--- config.mk ---
export PLATFORM = sky130hd
export DESIGN_NAME = exec_unit
export DESIGN_NICKNAME = d
export VERILOG_FILES = /design/src/source/ariane_pkg.sv /design/src/source/fu_req_if.sv /design/src/source/alu.sv /design/src/source/alu_ctrl_fsm.sv /design/src/source/branch_unit.sv /design/src/source/exec_regs.sv /design/src/source/exec_unit.sv /design/src/source/retire_counter.sv
export VERILOG_INCLUDE_DIRS = /design/src /design/src/source
export SDC_FILE = /design/constraint.sdc
export NUM_CORES = 2
export LEC_CHECK = 0
export BUFFER_PORTS_ARGS = -buffer_cell sky130_fd_sc_hd__buf_2
export CAP_MARGIN = 20
export CORE_ASPECT_RATIO = 0.6
export CORE_MARGIN = 3
export CORE_UTILIZATION = 52
export DETAILED_ROUTE_END_ITERATION = 12
export PLACE_DENSITY = 0.73
export SETUP_SLACK_MARGIN = 0.5
export SYNTH_ARGS = -nofsm -noshare
export SYNTH_HDL_FRONTEND = slang
export SYNTH_SLANG_ARGS = --single-unit
--- constraint.sdc ---
create_clock -name clk_i -period 10.5 [get_ports clk_i]
set_input_delay 1.575 -clock clk_i [delete_from_list [all_inputs] [get_ports clk_i]]
set_output_delay 1.575 -clock clk_i [all_outputs]
set_load 0.01 [all_outputs]
--- src/source/ariane_consts.svh ---
// ----------------------------------------------------------
// execute unit constants
// data path width, retire counter width, pc step
// ----------------------------------------------------------
`ifndef ARIANE_CONSTS_SVH
`define ARIANE_CONSTS_SVH

// data path width
`define XLEN 64

// width of each retire counter, wraps on overflow
`define CNT_W 32

// pc increment of a not-taken branch
`define INSN_STEP 4

`endif

--- src/source/ariane_pkg.sv ---
// ----------------------------------------------------------
// execute unit package
// alu operator encoding and operator class helpers
// ----------------------------------------------------------
package ariane_pkg;

  // alu operators, ADD is the reset value
  typedef enum logic [6:0] {
    ADD, SUB, ADDW, SUBW,
    ANDL, ORL, XORL,
    SLL, SRL, SRA, SLLW, SRLW, SRAW,
    EQ, NE, LTS, LTU, GES, GEU, SLETS, SLETU
  } fu_op;

  // conditional branch compares
  function automatic logic is_branch_op(input fu_op op);
    return op inside {EQ, NE, LTS, LTU, GES, GEU};
  endfunction

  // ops that run the adder as a - b
  function automatic logic is_negate_op(input fu_op op);
    return op inside {SUB, SUBW, EQ, NE, LTS, LTU, GES, GEU, SLETS, SLETU};
  endfunction

  // compares that treat the operands as two's complement
  function automatic logic is_signed_cmp(input fu_op op);
    return op inside {LTS, GES, SLETS};
  endfunction

endpackage

--- src/source/fu_req_if.sv ---
// ----------------------------------------------------------
// latched execute request
// operand register to alu and branch unit
// ----------------------------------------------------------
`timescale 1ns/1ns
`include "ariane_consts.svh"

interface fu_req_if;
  import ariane_pkg::*;

  fu_op              operator;
  logic [`XLEN-1:0]  operand_a;
  logic [`XLEN-1:0]  operand_b;
  // branch base and offset
  logic [`XLEN-1:0]  pc;
  logic [`XLEN-1:0]  imm;

  // operand register side
  modport regs (output operator, operand_a, operand_b, pc, imm);

  // read-only view for alu and branch unit
  modport fu (input operator, operand_a, operand_b, pc, imm);

endinterface

--- src/source/alu.sv ---
// ----------------------------------------------------------
// 64-bit integer alu, purely combinational
// adder, bit-reversal shifter, comparator and result mux
// ----------------------------------------------------------
`timescale 1ns/1ns
`include "ariane_consts.svh"

module alu (
  fu_req_if.fu             fu,
  output logic [`XLEN-1:0] result_o,
  output logic             comparison_result_o
);
  import ariane_pkg::*;

  logic [`XLEN-1:0] operand_a_rev;
  logic [31:0]      operand_a_rev32;

  // bit reversed copies of operand a, left shifts reuse the right shifter
  always_comb
  begin
    for (int k = 0; k < `XLEN; k++)
      operand_a_rev[k] = fu.operand_a[`XLEN-1-k];
    for (int k = 0; k < 32; k++)
      operand_a_rev32[k] = fu.operand_a[31-k];
  end

  // ----------------------------------------------------------
  // adder
  // ----------------------------------------------------------
  logic             adder_negate;
  logic [`XLEN:0]   adder_in_a;
  logic [`XLEN:0]   adder_in_b;
  logic [`XLEN:0]   adder_sum;
  logic [`XLEN-1:0] adder_result;

  assign adder_negate = is_negate_op(fu.operator);

  // extra lsb on both sides, 1 + 1 gives the +1 of the two's complement
  assign adder_in_a   = {fu.operand_a, 1'b1};
  assign adder_in_b   = {fu.operand_b, 1'b0} ^ {(`XLEN+1){adder_negate}};
  assign adder_sum    = adder_in_a + adder_in_b;
  assign adder_result = adder_sum[`XLEN:1];

  // ----------------------------------------------------------
  // shifter
  // ----------------------------------------------------------
  logic             shift_left;
  logic             shift_arith;
  logic [`XLEN-1:0] shift_op_a;
  logic [31:0]      shift_op_a32;
  logic [`XLEN:0]   shift_right_result;
  logic [32:0]      shift_right_result32;
  logic [`XLEN-1:0] shift_left_result;
  logic [31:0]      shift_left_result32;
  logic [`XLEN-1:0] shift_result;
  logic [31:0]      shift_result32;

  assign shift_left  = (fu.operator == SLL) || (fu.operator == SLLW);
  assign shift_arith = (fu.operator == SRA) || (fu.operator == SRAW);

  // reversed input for left shifts
  assign shift_op_a   = shift_left ? operand_a_rev : fu.operand_a;
  assign shift_op_a32 = shift_left ? operand_a_rev32 : fu.operand_a[31:0];

  // extra top bit carries the sign only for arithmetic shifts
  // word forms look at the low 5 amount bits only
  assign shift_right_result =
    $signed({shift_arith & shift_op_a[`XLEN-1], shift_op_a}) >>> fu.operand_b[5:0];
  assign shift_right_result32 =
    $signed({shift_arith & shift_op_a32[31], shift_op_a32}) >>> fu.operand_b[4:0];

  // reverse back to get the left shift
  always_comb
  begin
    for (int k = 0; k < `XLEN; k++)
      shift_left_result[k] = shift_right_result[`XLEN-1-k];
    for (int k = 0; k < 32; k++)
      shift_left_result32[k] = shift_right_result32[31-k];
  end

  assign shift_result   = shift_left ? shift_left_result : shift_right_result[`XLEN-1:0];
  assign shift_result32 = shift_left ? shift_left_result32 : shift_right_result32[31:0];

  // ----------------------------------------------------------
  // comparator
  // ----------------------------------------------------------
  logic is_equal;
  logic is_greater_equal;
  logic cmp_signed;

  assign cmp_signed = is_signed_cmp(fu.operator);
  assign is_equal   = (adder_result == '0);

  // same sign: a - b sign decides
  // different sign: a's msb decides, flipped for signed compares
  always_comb
  begin
    if (fu.operand_a[`XLEN-1] == fu.operand_b[`XLEN-1])
      is_greater_equal = ~adder_result[`XLEN-1];
    else
      is_greater_equal = fu.operand_a[`XLEN-1] ^ cmp_signed;
  end

  always_comb
  begin
    comparison_result_o = 1'b0;
    unique case (fu.operator)
      EQ:                       comparison_result_o = is_equal;
      NE:                       comparison_result_o = ~is_equal;
      GES, GEU:                 comparison_result_o = is_greater_equal;
      LTS, LTU, SLETS, SLETU:   comparison_result_o = ~is_greater_equal;
      default: ;
    endcase
  end

  // ----------------------------------------------------------
  // result mux
  // ----------------------------------------------------------
  always_comb
  begin
    result_o = '0;
    unique case (fu.operator)
      ANDL:             result_o = fu.operand_a & fu.operand_b;
      ORL:              result_o = fu.operand_a | fu.operand_b;
      XORL:             result_o = fu.operand_a ^ fu.operand_b;
      ADD, SUB:         result_o = adder_result;
      // word ops keep the low half, sign extended
      ADDW, SUBW:       result_o = {{32{adder_result[31]}}, adder_result[31:0]};
      SLL, SRL, SRA:    result_o = shift_result;
      SLLW, SRLW, SRAW: result_o = {{32{shift_result32[31]}}, shift_result32};
      // compare flag in bit 0
      EQ, NE, LTS, LTU, GES, GEU, SLETS, SLETU:
        result_o = {{(`XLEN-1){1'b0}}, comparison_result_o};
      default: ;
    endcase
  end

endmodule

--- src/source/alu_ctrl_fsm.sv ---
// ----------------------------------------------------------
// four-phase req/ack sequencer
// idle, exec, ack with one-cycle capture and commit strobes
// ----------------------------------------------------------
`timescale 1ns/1ns

module alu_ctrl_fsm (
  input  logic clk_i,
  input  logic rst_n_i,
  input  logic req_i,
  output logic ack_o,
  output logic capture_o,
  output logic commit_o
);

  typedef enum logic [1:0] {
    IDLE,
    EXEC,
    ACK
  } state_e;

  state_e state_q;

  always_ff @(posedge clk_i)
  begin
    if (!rst_n_i)
    begin
      state_q   <= IDLE;
      ack_o     <= 1'b0;
      capture_o <= 1'b0;
      commit_o  <= 1'b0;
    end
    else
    begin
      // strobes are single-cycle pulses
      capture_o <= 1'b0;
      commit_o  <= 1'b0;
      unique case (state_q)
        // new request latched on the next edge
        IDLE:
          if (req_i)
          begin
            capture_o <= 1'b1;
            state_q   <= EXEC;
          end
        // operands are in, alu settles, load results next edge
        EXEC:
        begin
          commit_o <= 1'b1;
          state_q  <= ACK;
        end
        // ack goes up with the results, down once req drops
        ACK:
          if (commit_o)
            ack_o <= 1'b1;
          else if (!req_i)
          begin
            ack_o   <= 1'b0;
            state_q <= IDLE;
          end
        default: state_q <= IDLE;
      endcase
    end
  end

endmodule

--- src/source/branch_unit.sv ---
// ----------------------------------------------------------
// branch resolution
// taken flag and next pc from the alu compare
// ----------------------------------------------------------
`timescale 1ns/1ns
`include "ariane_consts.svh"

module branch_unit (
  fu_req_if.fu             fu,
  input  logic             comparison_result_i,
  output logic             taken_o,
  output logic [`XLEN-1:0] target_o
);
  import ariane_pkg::*;

  // fall-through step
  localparam logic [`XLEN-1:0] insn_step = `INSN_STEP;

  logic [`XLEN-1:0] pc_offset;

  // non-branch ops never take
  assign taken_o = is_branch_op(fu.operator) & comparison_result_i;

  // pc + imm when taken, else next insn
  assign pc_offset = taken_o ? fu.imm : insn_step;
  assign target_o  = fu.pc + pc_offset;

endmodule

--- src/source/exec_regs.sv ---
// ----------------------------------------------------------
// operand capture and result registers
// loaded on the capture and commit strobes
// ----------------------------------------------------------
`timescale 1ns/1ns
`include "ariane_consts.svh"

module exec_regs (
  input  logic               clk_i,
  input  logic               rst_n_i,
  input  logic               capture_i,
  input  logic               commit_i,
  input  ariane_pkg::fu_op   operator_i,
  input  logic [`XLEN-1:0]   operand_a_i,
  input  logic [`XLEN-1:0]   operand_b_i,
  input  logic [`XLEN-1:0]   pc_i,
  input  logic [`XLEN-1:0]   imm_i,
  fu_req_if.regs             fu,
  input  logic [`XLEN-1:0]   result_i,
  input  logic [`XLEN-1:0]   target_i,
  input  logic               taken_i,
  output logic [`XLEN-1:0]   result_o,
  output logic [`XLEN-1:0]   target_o,
  output logic               taken_o
);
  import ariane_pkg::*;

  // request side, held for the whole operation
  always_ff @(posedge clk_i)
  begin
    if (!rst_n_i)
    begin
      fu.operator  <= ADD;
      fu.operand_a <= '0;
      fu.operand_b <= '0;
      fu.pc        <= '0;
      fu.imm       <= '0;
    end
    else if (capture_i)
    begin
      fu.operator  <= operator_i;
      fu.operand_a <= operand_a_i;
      fu.operand_b <= operand_b_i;
      fu.pc        <= pc_i;
      fu.imm       <= imm_i;
    end
  end

  // result side, stable while ack is up
  always_ff @(posedge clk_i)
  begin
    if (!rst_n_i)
    begin
      result_o <= '0;
      target_o <= '0;
      taken_o  <= 1'b0;
    end
    else if (commit_i)
    begin
      result_o <= result_i;
      target_o <= target_i;
      taken_o  <= taken_i;
    end
  end

endmodule

--- src/source/exec_unit.sv ---
// ----------------------------------------------------------
// integer execute unit top
// req/ack port, operand regs, alu, branch unit, counters
// ----------------------------------------------------------
`timescale 1ns/1ns
`include "ariane_consts.svh"

module exec_unit (
  input  logic              clk_i,
  input  logic              rst_n_i,
  input  logic              req_i,
  output logic              ack_o,
  input  ariane_pkg::fu_op  operator_i,
  input  logic [`XLEN-1:0]  operand_a_i,
  input  logic [`XLEN-1:0]  operand_b_i,
  input  logic [`XLEN-1:0]  pc_i,
  input  logic [`XLEN-1:0]  imm_i,
  output logic [`XLEN-1:0]  result_o,
  output logic [`XLEN-1:0]  branch_target_o,
  output logic              branch_taken_o,
  output logic [`CNT_W-1:0] retired_o,
  output logic [`CNT_W-1:0] taken_cnt_o
);

  // controller strobes
  logic capture;
  logic commit;

  // combinational results ahead of the result register
  logic [`XLEN-1:0] alu_result;
  logic             cmp_result;
  logic             bu_taken;
  logic [`XLEN-1:0] bu_target;

  // latched request
  fu_req_if fu_req ();

  alu_ctrl_fsm u_ctrl (
    .clk_i     (clk_i),
    .rst_n_i   (rst_n_i),
    .req_i     (req_i),
    .ack_o     (ack_o),
    .capture_o (capture),
    .commit_o  (commit)
  );

  exec_regs u_regs (
    .clk_i       (clk_i),
    .rst_n_i     (rst_n_i),
    .capture_i   (capture),
    .commit_i    (commit),
    .operator_i  (operator_i),
    .operand_a_i (operand_a_i),
    .operand_b_i (operand_b_i),
    .pc_i        (pc_i),
    .imm_i       (imm_i),
    .fu          (fu_req.regs),
    .result_i    (alu_result),
    .target_i    (bu_target),
    .taken_i     (bu_taken),
    .result_o    (result_o),
    .target_o    (branch_target_o),
    .taken_o     (branch_taken_o)
  );

  alu u_alu (
    .fu                  (fu_req.fu),
    .result_o            (alu_result),
    .comparison_result_o (cmp_result)
  );

  branch_unit u_branch (
    .fu                  (fu_req.fu),
    .comparison_result_i (cmp_result),
    .taken_o             (bu_taken),
    .target_o            (bu_target)
  );

  // counts on the commit edge, with the flag being committed
  retire_counter u_retire (
    .clk_i       (clk_i),
    .rst_n_i     (rst_n_i),
    .commit_i    (commit),
    .taken_i     (bu_taken),
    .retired_o   (retired_o),
    .taken_cnt_o (taken_cnt_o)
  );

endmodule

--- src/source/retire_counter.sv ---
// ----------------------------------------------------------
// retire statistics
// committed ops and taken branches, both wrap
// ----------------------------------------------------------
`timescale 1ns/1ns
`include "ariane_consts.svh"

module retire_counter (
  input  logic              clk_i,
  input  logic              rst_n_i,
  input  logic              commit_i,
  input  logic              taken_i,
  output logic [`CNT_W-1:0] retired_o,
  output logic [`CNT_W-1:0] taken_cnt_o
);

  always_ff @(posedge clk_i)
  begin
    if (!rst_n_i)
    begin
      retired_o   <= '0;
      taken_cnt_o <= '0;
    end
    else if (commit_i)
    begin
      retired_o <= retired_o + 1'b1;
      // taken flag of the op being committed
      if (taken_i)
        taken_cnt_o <= taken_cnt_o + 1'b1;
    end
  end

endmodule
# After elaboration in Yosys (flattened, before gate mapping)
# Cells that the tools add are included.
# Widths: inputs -> output; s select.
# totals
reg_bits,461
latch_bits,0
ramBits,0
mem_bits_ro,0
inputBits,266
output_inout_bits,194
wordCells,93
memories,0
# op_classes
add_sub_neg,4
multipliers,0
div,0
magnitude_cmp,0
n_eq_ne,27
shift,2
n_mux,16
bitwise_logic,11
reduce_logical,19
# ops
op,n
$pmux 64 s8,1
$mux 64,3
$add 65x65->65,1
$sshr 65x6->64,1
$xor 65x65->65,1
$add 32x1->32 const B,2
$add 64x64->64,1
$and 64x64->64,1
$logic_not 64->1,1
$mux 32,2
$or 64x64->64,1
$xor 64x64->64,1
$eq 7x4->1 const B,8
$eq 7x5->1 const B,5
$sshr 33x5->32,1
$eq 7x3->1 const B,4
$eq 7x2->1 const B,2
$reduce_bool 10->1,1
$reduce_or 8->1,1
$eq 7x1->1 const B,1
$logic_not 7->1,1
$mux 2,3
$ne 2x2->1 const B,3
$pmux 2 s3,1
other kinds (18),32

# Longest topological paths before layout
# logic_depth
word_depth,11
depth_mapped,42
depth_no_buf,35

# Hierarchy
# Synthesis repeated with hierarchy kept, for this count alone.
# unflattened
cells_unflattened,4929
area_unflattened_um2,39454.1
# modules_own_cells
mod,instances,cells_per_inst,area_per_inst_um2,seq_area_each_um2
alu,1,2659,17387.9,0.0
exec_regs,1,1263,14661.6,7847.5
branch_unit,1,633,4191.5,0.0
retire_counter,1,358,3027.9,1281.2
alu_ctrl_fsm,1,16,185.2,100.1

# Worst setup path after synthesis
# Ideal clock, no wire load.
# synth_path
path_type,register -> register
start,reg u_regs.fu.operator[6]
end,reg u_regs.target_o[63]
setup_time_ps,126
t_arrival_ps,9205
required_ps,10374
slack_ps,1170
stages_incl_launch_ff,42
n_path_buf,7
period_less_slack_ps,9330
cell_sequence,dfxtp_1 -> buf_6 -> or4b_1 -> buf_2 -> mux2i_1 -> nor2_1 -> buf_1 -> buf_1 -> xnor2_1 -> ha_1 -> clkbuf_1 -> a21oi_1 -> o22ai_1 -> o41a_1 -> o31a_1 -> nor3_1 -> o221ai_1 -> or4b_1 -> (+6 left out) -> clkbuf_1 -> and2_1 -> ha_1 -> clkbuf_1 -> nand2_1 -> and3_1 -> a2111oi_0 -> o211ai_1 -> nand2_1 -> a31oi_1 -> o311ai_0 -> a31oi_1 -> o211ai_1 -> a31oi_1 -> o221a_2 -> o21a_1 -> nand3b_1 -> nor4b_2
# synth_via
elab_chain_len,11
elab_cells_between_ends,27
cone_classes,add/sub: 2; eq/ne: 10; mux: 3; bitwise: 6; reduce/logical: 6
# synth_rtl
item,line_no,text
"start, declared",fu_req_if.sv:19,"modport regs (output operator, operand_a, operand_b, pc, imm);"
"start signal, assigned",exec_regs.sv:41,fu.operator <= operator_i;
branches (longest 8 deep; another with $add 65x65->65),-,
$and 1x1->1 *,branch_unit.sv:22,assign taken_o = is_branch_op(fu.operator) & comparison_result_i;
$mux 64 *,branch_unit.sv:25,assign pc_offset = taken_o ? fu.imm : insn_step;
$add 64x64->64 *,branch_unit.sv:26,assign target_o = fu.pc + pc_offset;
"end signal, assigned",exec_regs.sv:61,target_o <= target_i;
"end, declared",exec_regs.sv:23,"output logic [`XLEN-1:0] target_o,"
# Mark *: on every way between the ends.
# A chain may end at the register's enable or synchronous reset.

# Worst setup path in the final report
# layout_path
start,reg u_regs.fu.operator[6]
end,reg u_regs.target_o[60]
# Same word-level chain as after synthesis.

==> flow_summary.json <==
{
  "dp_hpwl_mm": 125,
  "rows": 76,
  "cp-end-kind": "register",
  "critical_path_required_ps": 11020,
  "fin_ws_ps": 814,
  "arrival_ps": 10200,
  "crit_path_start_kind": "register",
  "yosysSeqAreaShare": 0.243,
  "p_leak_nw": 20.1,
  "drt-pass1-iter-count": 9,
  "setup_viol_count_final": 0,
  "ant_nets": 0,
  "finalHoldViolCount": 0,
  "grt_max_degree": 233,
  "drtIter0Drc": 5633,
  "clock_sinks": 461,
  "gp_congestion": 1.13,
  "ys_ff_latch": 461,
  "drc": 0,
  "grt-ovfl-total": 0,
  "cts_made_buffers": 47,
  "portBuffers": 459,
  "dp_slack_ps": -47.1,
  "cts_tree": "built",
  "crit_family": "simple AND/OR/NAND/NOR gates",
  "clock.fmax_ghz": 0.103,
  "yosysTopAreaCell": "dfxtp_1",
  "dieArea_um2": 76300,
  "power_frac_seq": 0.374,
  "synthCells": 4699,
  "clock_path_buffers": 3,
  "final_nets": 5581,
  "synth_edf_count": 0,
  "fin_crit_sh": 0.923,
  "critPathSlowestCell": "or4b_1",
  "syn_area_um2": 37900,
  "cts-htree-levels": 2,
  "yosysWarnings": 0,
  "crit_type": "reg2reg",
  "synth_top_area_frac": 0.243,
  "peakVddDrop_mv": 0.135,
  "avgRoutedWirePerCell_um": 26.5,
  "vias": 38900,
  "async_reset_ff_frac": 0,
  "powerDensity_nw_per_um2": 117,
  "die_w_um": 355,
  "placed_cell_area_um2": 41600,
  "p_int_mw": 3.37,
  "grt_pass1_wl_mm": 233,
  "status": "complete, no violations",
  "area_delta_synth_final_pct": 15.1,
  "p_sw_frac": 0.340,
  "netSwitchingPower_mw": 1.74,
  "drive_gt1_frac": 0.176,
  "dieHeight_um": 215,
  "path_max_fanout": 21,
  "clk-insertion-delay-late_ps": 650,
  "viasPerCell": 6.40,
  "power_frac_comb": 0.251,
  "maxSlewHeadroom": 0.157,
  "grtUsageTotal": 0.403,
  "pin_count": 460,
  "grt_pass1_vias": 35200,
  "finalInstanceArea_um2": 43700,
  "fin_crit_ps": 9690,
  "clk_pin_slew_worst_paths_ps": 70,
  "synth_area_per_cell_um2": 8.07,
  "ctsHoldBuffers": 0,
  "antenna_found_initial": 13,
  "ys_top_cells_by_area": "dfxtp_1 24%, mux2i_1 19%, ha_1 8.6%",
  "slew_viol_final": 0,
  "initial_utilization": 0.527,
  "synth.distinct_cells": 89,
  "slowest_delay_ps": 600,
  "p_total_mw": 5.11,
  "routed_wirelength_mm": 161,
  "grt_setup_unrepaired": "no",
  "hp-class": "reg2reg",
  "drv_cap": 0,
  "cpMostUsedCell": "buf_4",
  "root_buffer": "clkbuf_16",
  "tightest_slew_ps": 1260,
  "syn-num-nets": 5226,
  "pwr-share-clk": 0.374,
  "path_buf_inv": 6,
  "coreArea_um2": 72000,
  "synthFlopType": "dfxtp_1",
  "final.setup_skew_ps": 37.0
}
## power by group through the flow
stage	clock (mW)	sequential (mW)	combinational [mW]
after floorplan	0	1.89	0.794
after global placement	0	1.94	1.18
after detailed placement	0	1.94	1.20
after CTS	1.93	1.90	1.21
after global routing	2.00	1.91	1.36
final	1.91	1.91	1.28
## flip-flops by register name, indices dropped and copies added (netlist names)
name and flops:
u_regs.taken_o 1, u_ctrl.capture_o 1, u_regs.fu.imm 64, u_regs.result_o 64, u_regs.fu.operand_a 64, u_regs.fu.pc 64, u_retire.retired_o 32, u_ctrl.state_q 2
u_ctrl.ack_o 1, u_retire.taken_cnt_o 32, u_ctrl.commit_o 1, u_regs.fu.operator 7, u_regs.target_o 64, u_regs.fu.operand_b 64
## final cells by class
class	instances	area (µm²)
clock inverters	22	363
clock buffers	63	1360
multi-input cells	3720	27100
fillers	6582	28300
repair buffers	625	3610
diodes	9	22.5
inverters	199	762
flip-flops and latches	461	9250
well taps	975	1220
## cell families (layout without fill, tap and decap cells)
group | count (synthesis) | after routing | share of synthesized area
other | 0 | 9 | 0
AND/OR/NAND/NOR | 1413 | 1414 | 0.172
flip-flops | 461 | 461 | 0.243
XOR/XNOR | 190 | 190 | 0.0439
buffers and inverters | 519 | 909 | 0.0518
AO/OA/AOI/OAI | 1082 | 1082 | 0.183
adder cells (fa/ha/maj) | 261 | 261 | 0.0863
multiplexers | 773 | 773 | 0.220
## cell usage after synthesis (11+ instances only)
cell type	count
and3_1	45
o21bai_1	29
nor2b_1	58
nand2_1	320
mux4_2	45
inv_1	195
o211ai_1	57
a221oi_1	36
o21a_1	26
mux2i_1	705
xor2_1	52
nor2_1	598
o31ai_1	11
nor4_1	17
buf_1	79
o22ai_1	64
a22o_1	11
nor3_1	49
nand4_1	51
or2_2	16
dfxtp_1	461
a31o_2	20
xnor2_1	138
o2111ai_1	12
and2_1	81
mux2_2	22
and4_1	12
a211oi_1	28
a21oi_1	254
o21ai_0	264
a21o_1	94
nand2b_1	29
ha_1	260
nand3_1	72
a31oi_1	60
a211o_1	12
clkbuf_1	232
or3_1	25
## layout by cell type (no fill, tap or decap), drive strengths merged, types with 60 or more instances in the layout
cell type / n
mux2i: 705
buf: 624
nor2: 599
dfxtp: 461
nand2: 320
o21ai: 268
ha: 260
a21oi: 258
inv: 203
xnor2: 138
a21o: 94
and2: 81
nand3: 72
o22ai: 64
clkbuf: 64
a31oi: 60
## metal layers
metal  wire length, µm  vias to the layer above  track usage
li1                  -                    17600            -
met1             70800                    18700        0.587
met2             59200                     2352        0.509
met3             26600                      280        0.205
met4              4450                        2        0.104
met5                10                        -            0
## worst reg2reg max path: cells and delay by family (launching register included)
family                   cells  cell delay, ps
AND/OR/NAND/NOR             14            3840
AO/OA/AOI/OAI               14            3050
multiplexers                 2             410
flip-flops                   1             350
adder cells (fa/ha/maj)      2             520
buffers and inverters        6            1070
XOR/XNOR                     2             360
## path summary, 6_finish.rpt
kind,from,endpoint,slack (ps),cells after the start
worst min register to register,u_regs.result_o[51]$_SDFFE_PN0P_,u_regs.result_o[51]$_SDFFE_PN0P_,460,1
worst min-delay path,u_regs.result_o[51]$_SDFFE_PN0P_,u_regs.result_o[51]$_SDFFE_PN0P_,460,1
worst max register to register,u_regs.fu.operator[6]$_SDFFE_PN0P_,u_regs.target_o[60]$_SDFFE_PN0P_,810,40
worst max-delay path,u_regs.fu.operator[6]$_SDFFE_PN0P_,u_regs.target_o[60]$_SDFFE_PN0P_,810,40
## per-stage QoR
stage / TNS, ps / hold slack (ps) / cells / utilization
after global routing: 0 / 490 / 6073 / 0.606
after CTS: 0 / 462 / 6062 / 0.602
after floorplan: 0 / 451 / 4699 / -
final: 0 / 462 / 6074 / 0.607
after detailed placement: -47.1 / 439 / 5971 / 0.577
after global placement: 0 / 436 / 5971 / 0.577
## repair_timing
item,in CTS,in global routing
gates cloned,1,0
hold endpoints to repair,0,0
pin swaps,1,8
resized for setup,9,55
setup endpoints to repair,17,27
buffers inserted,5,2
(Power assumes the default switching activity.)
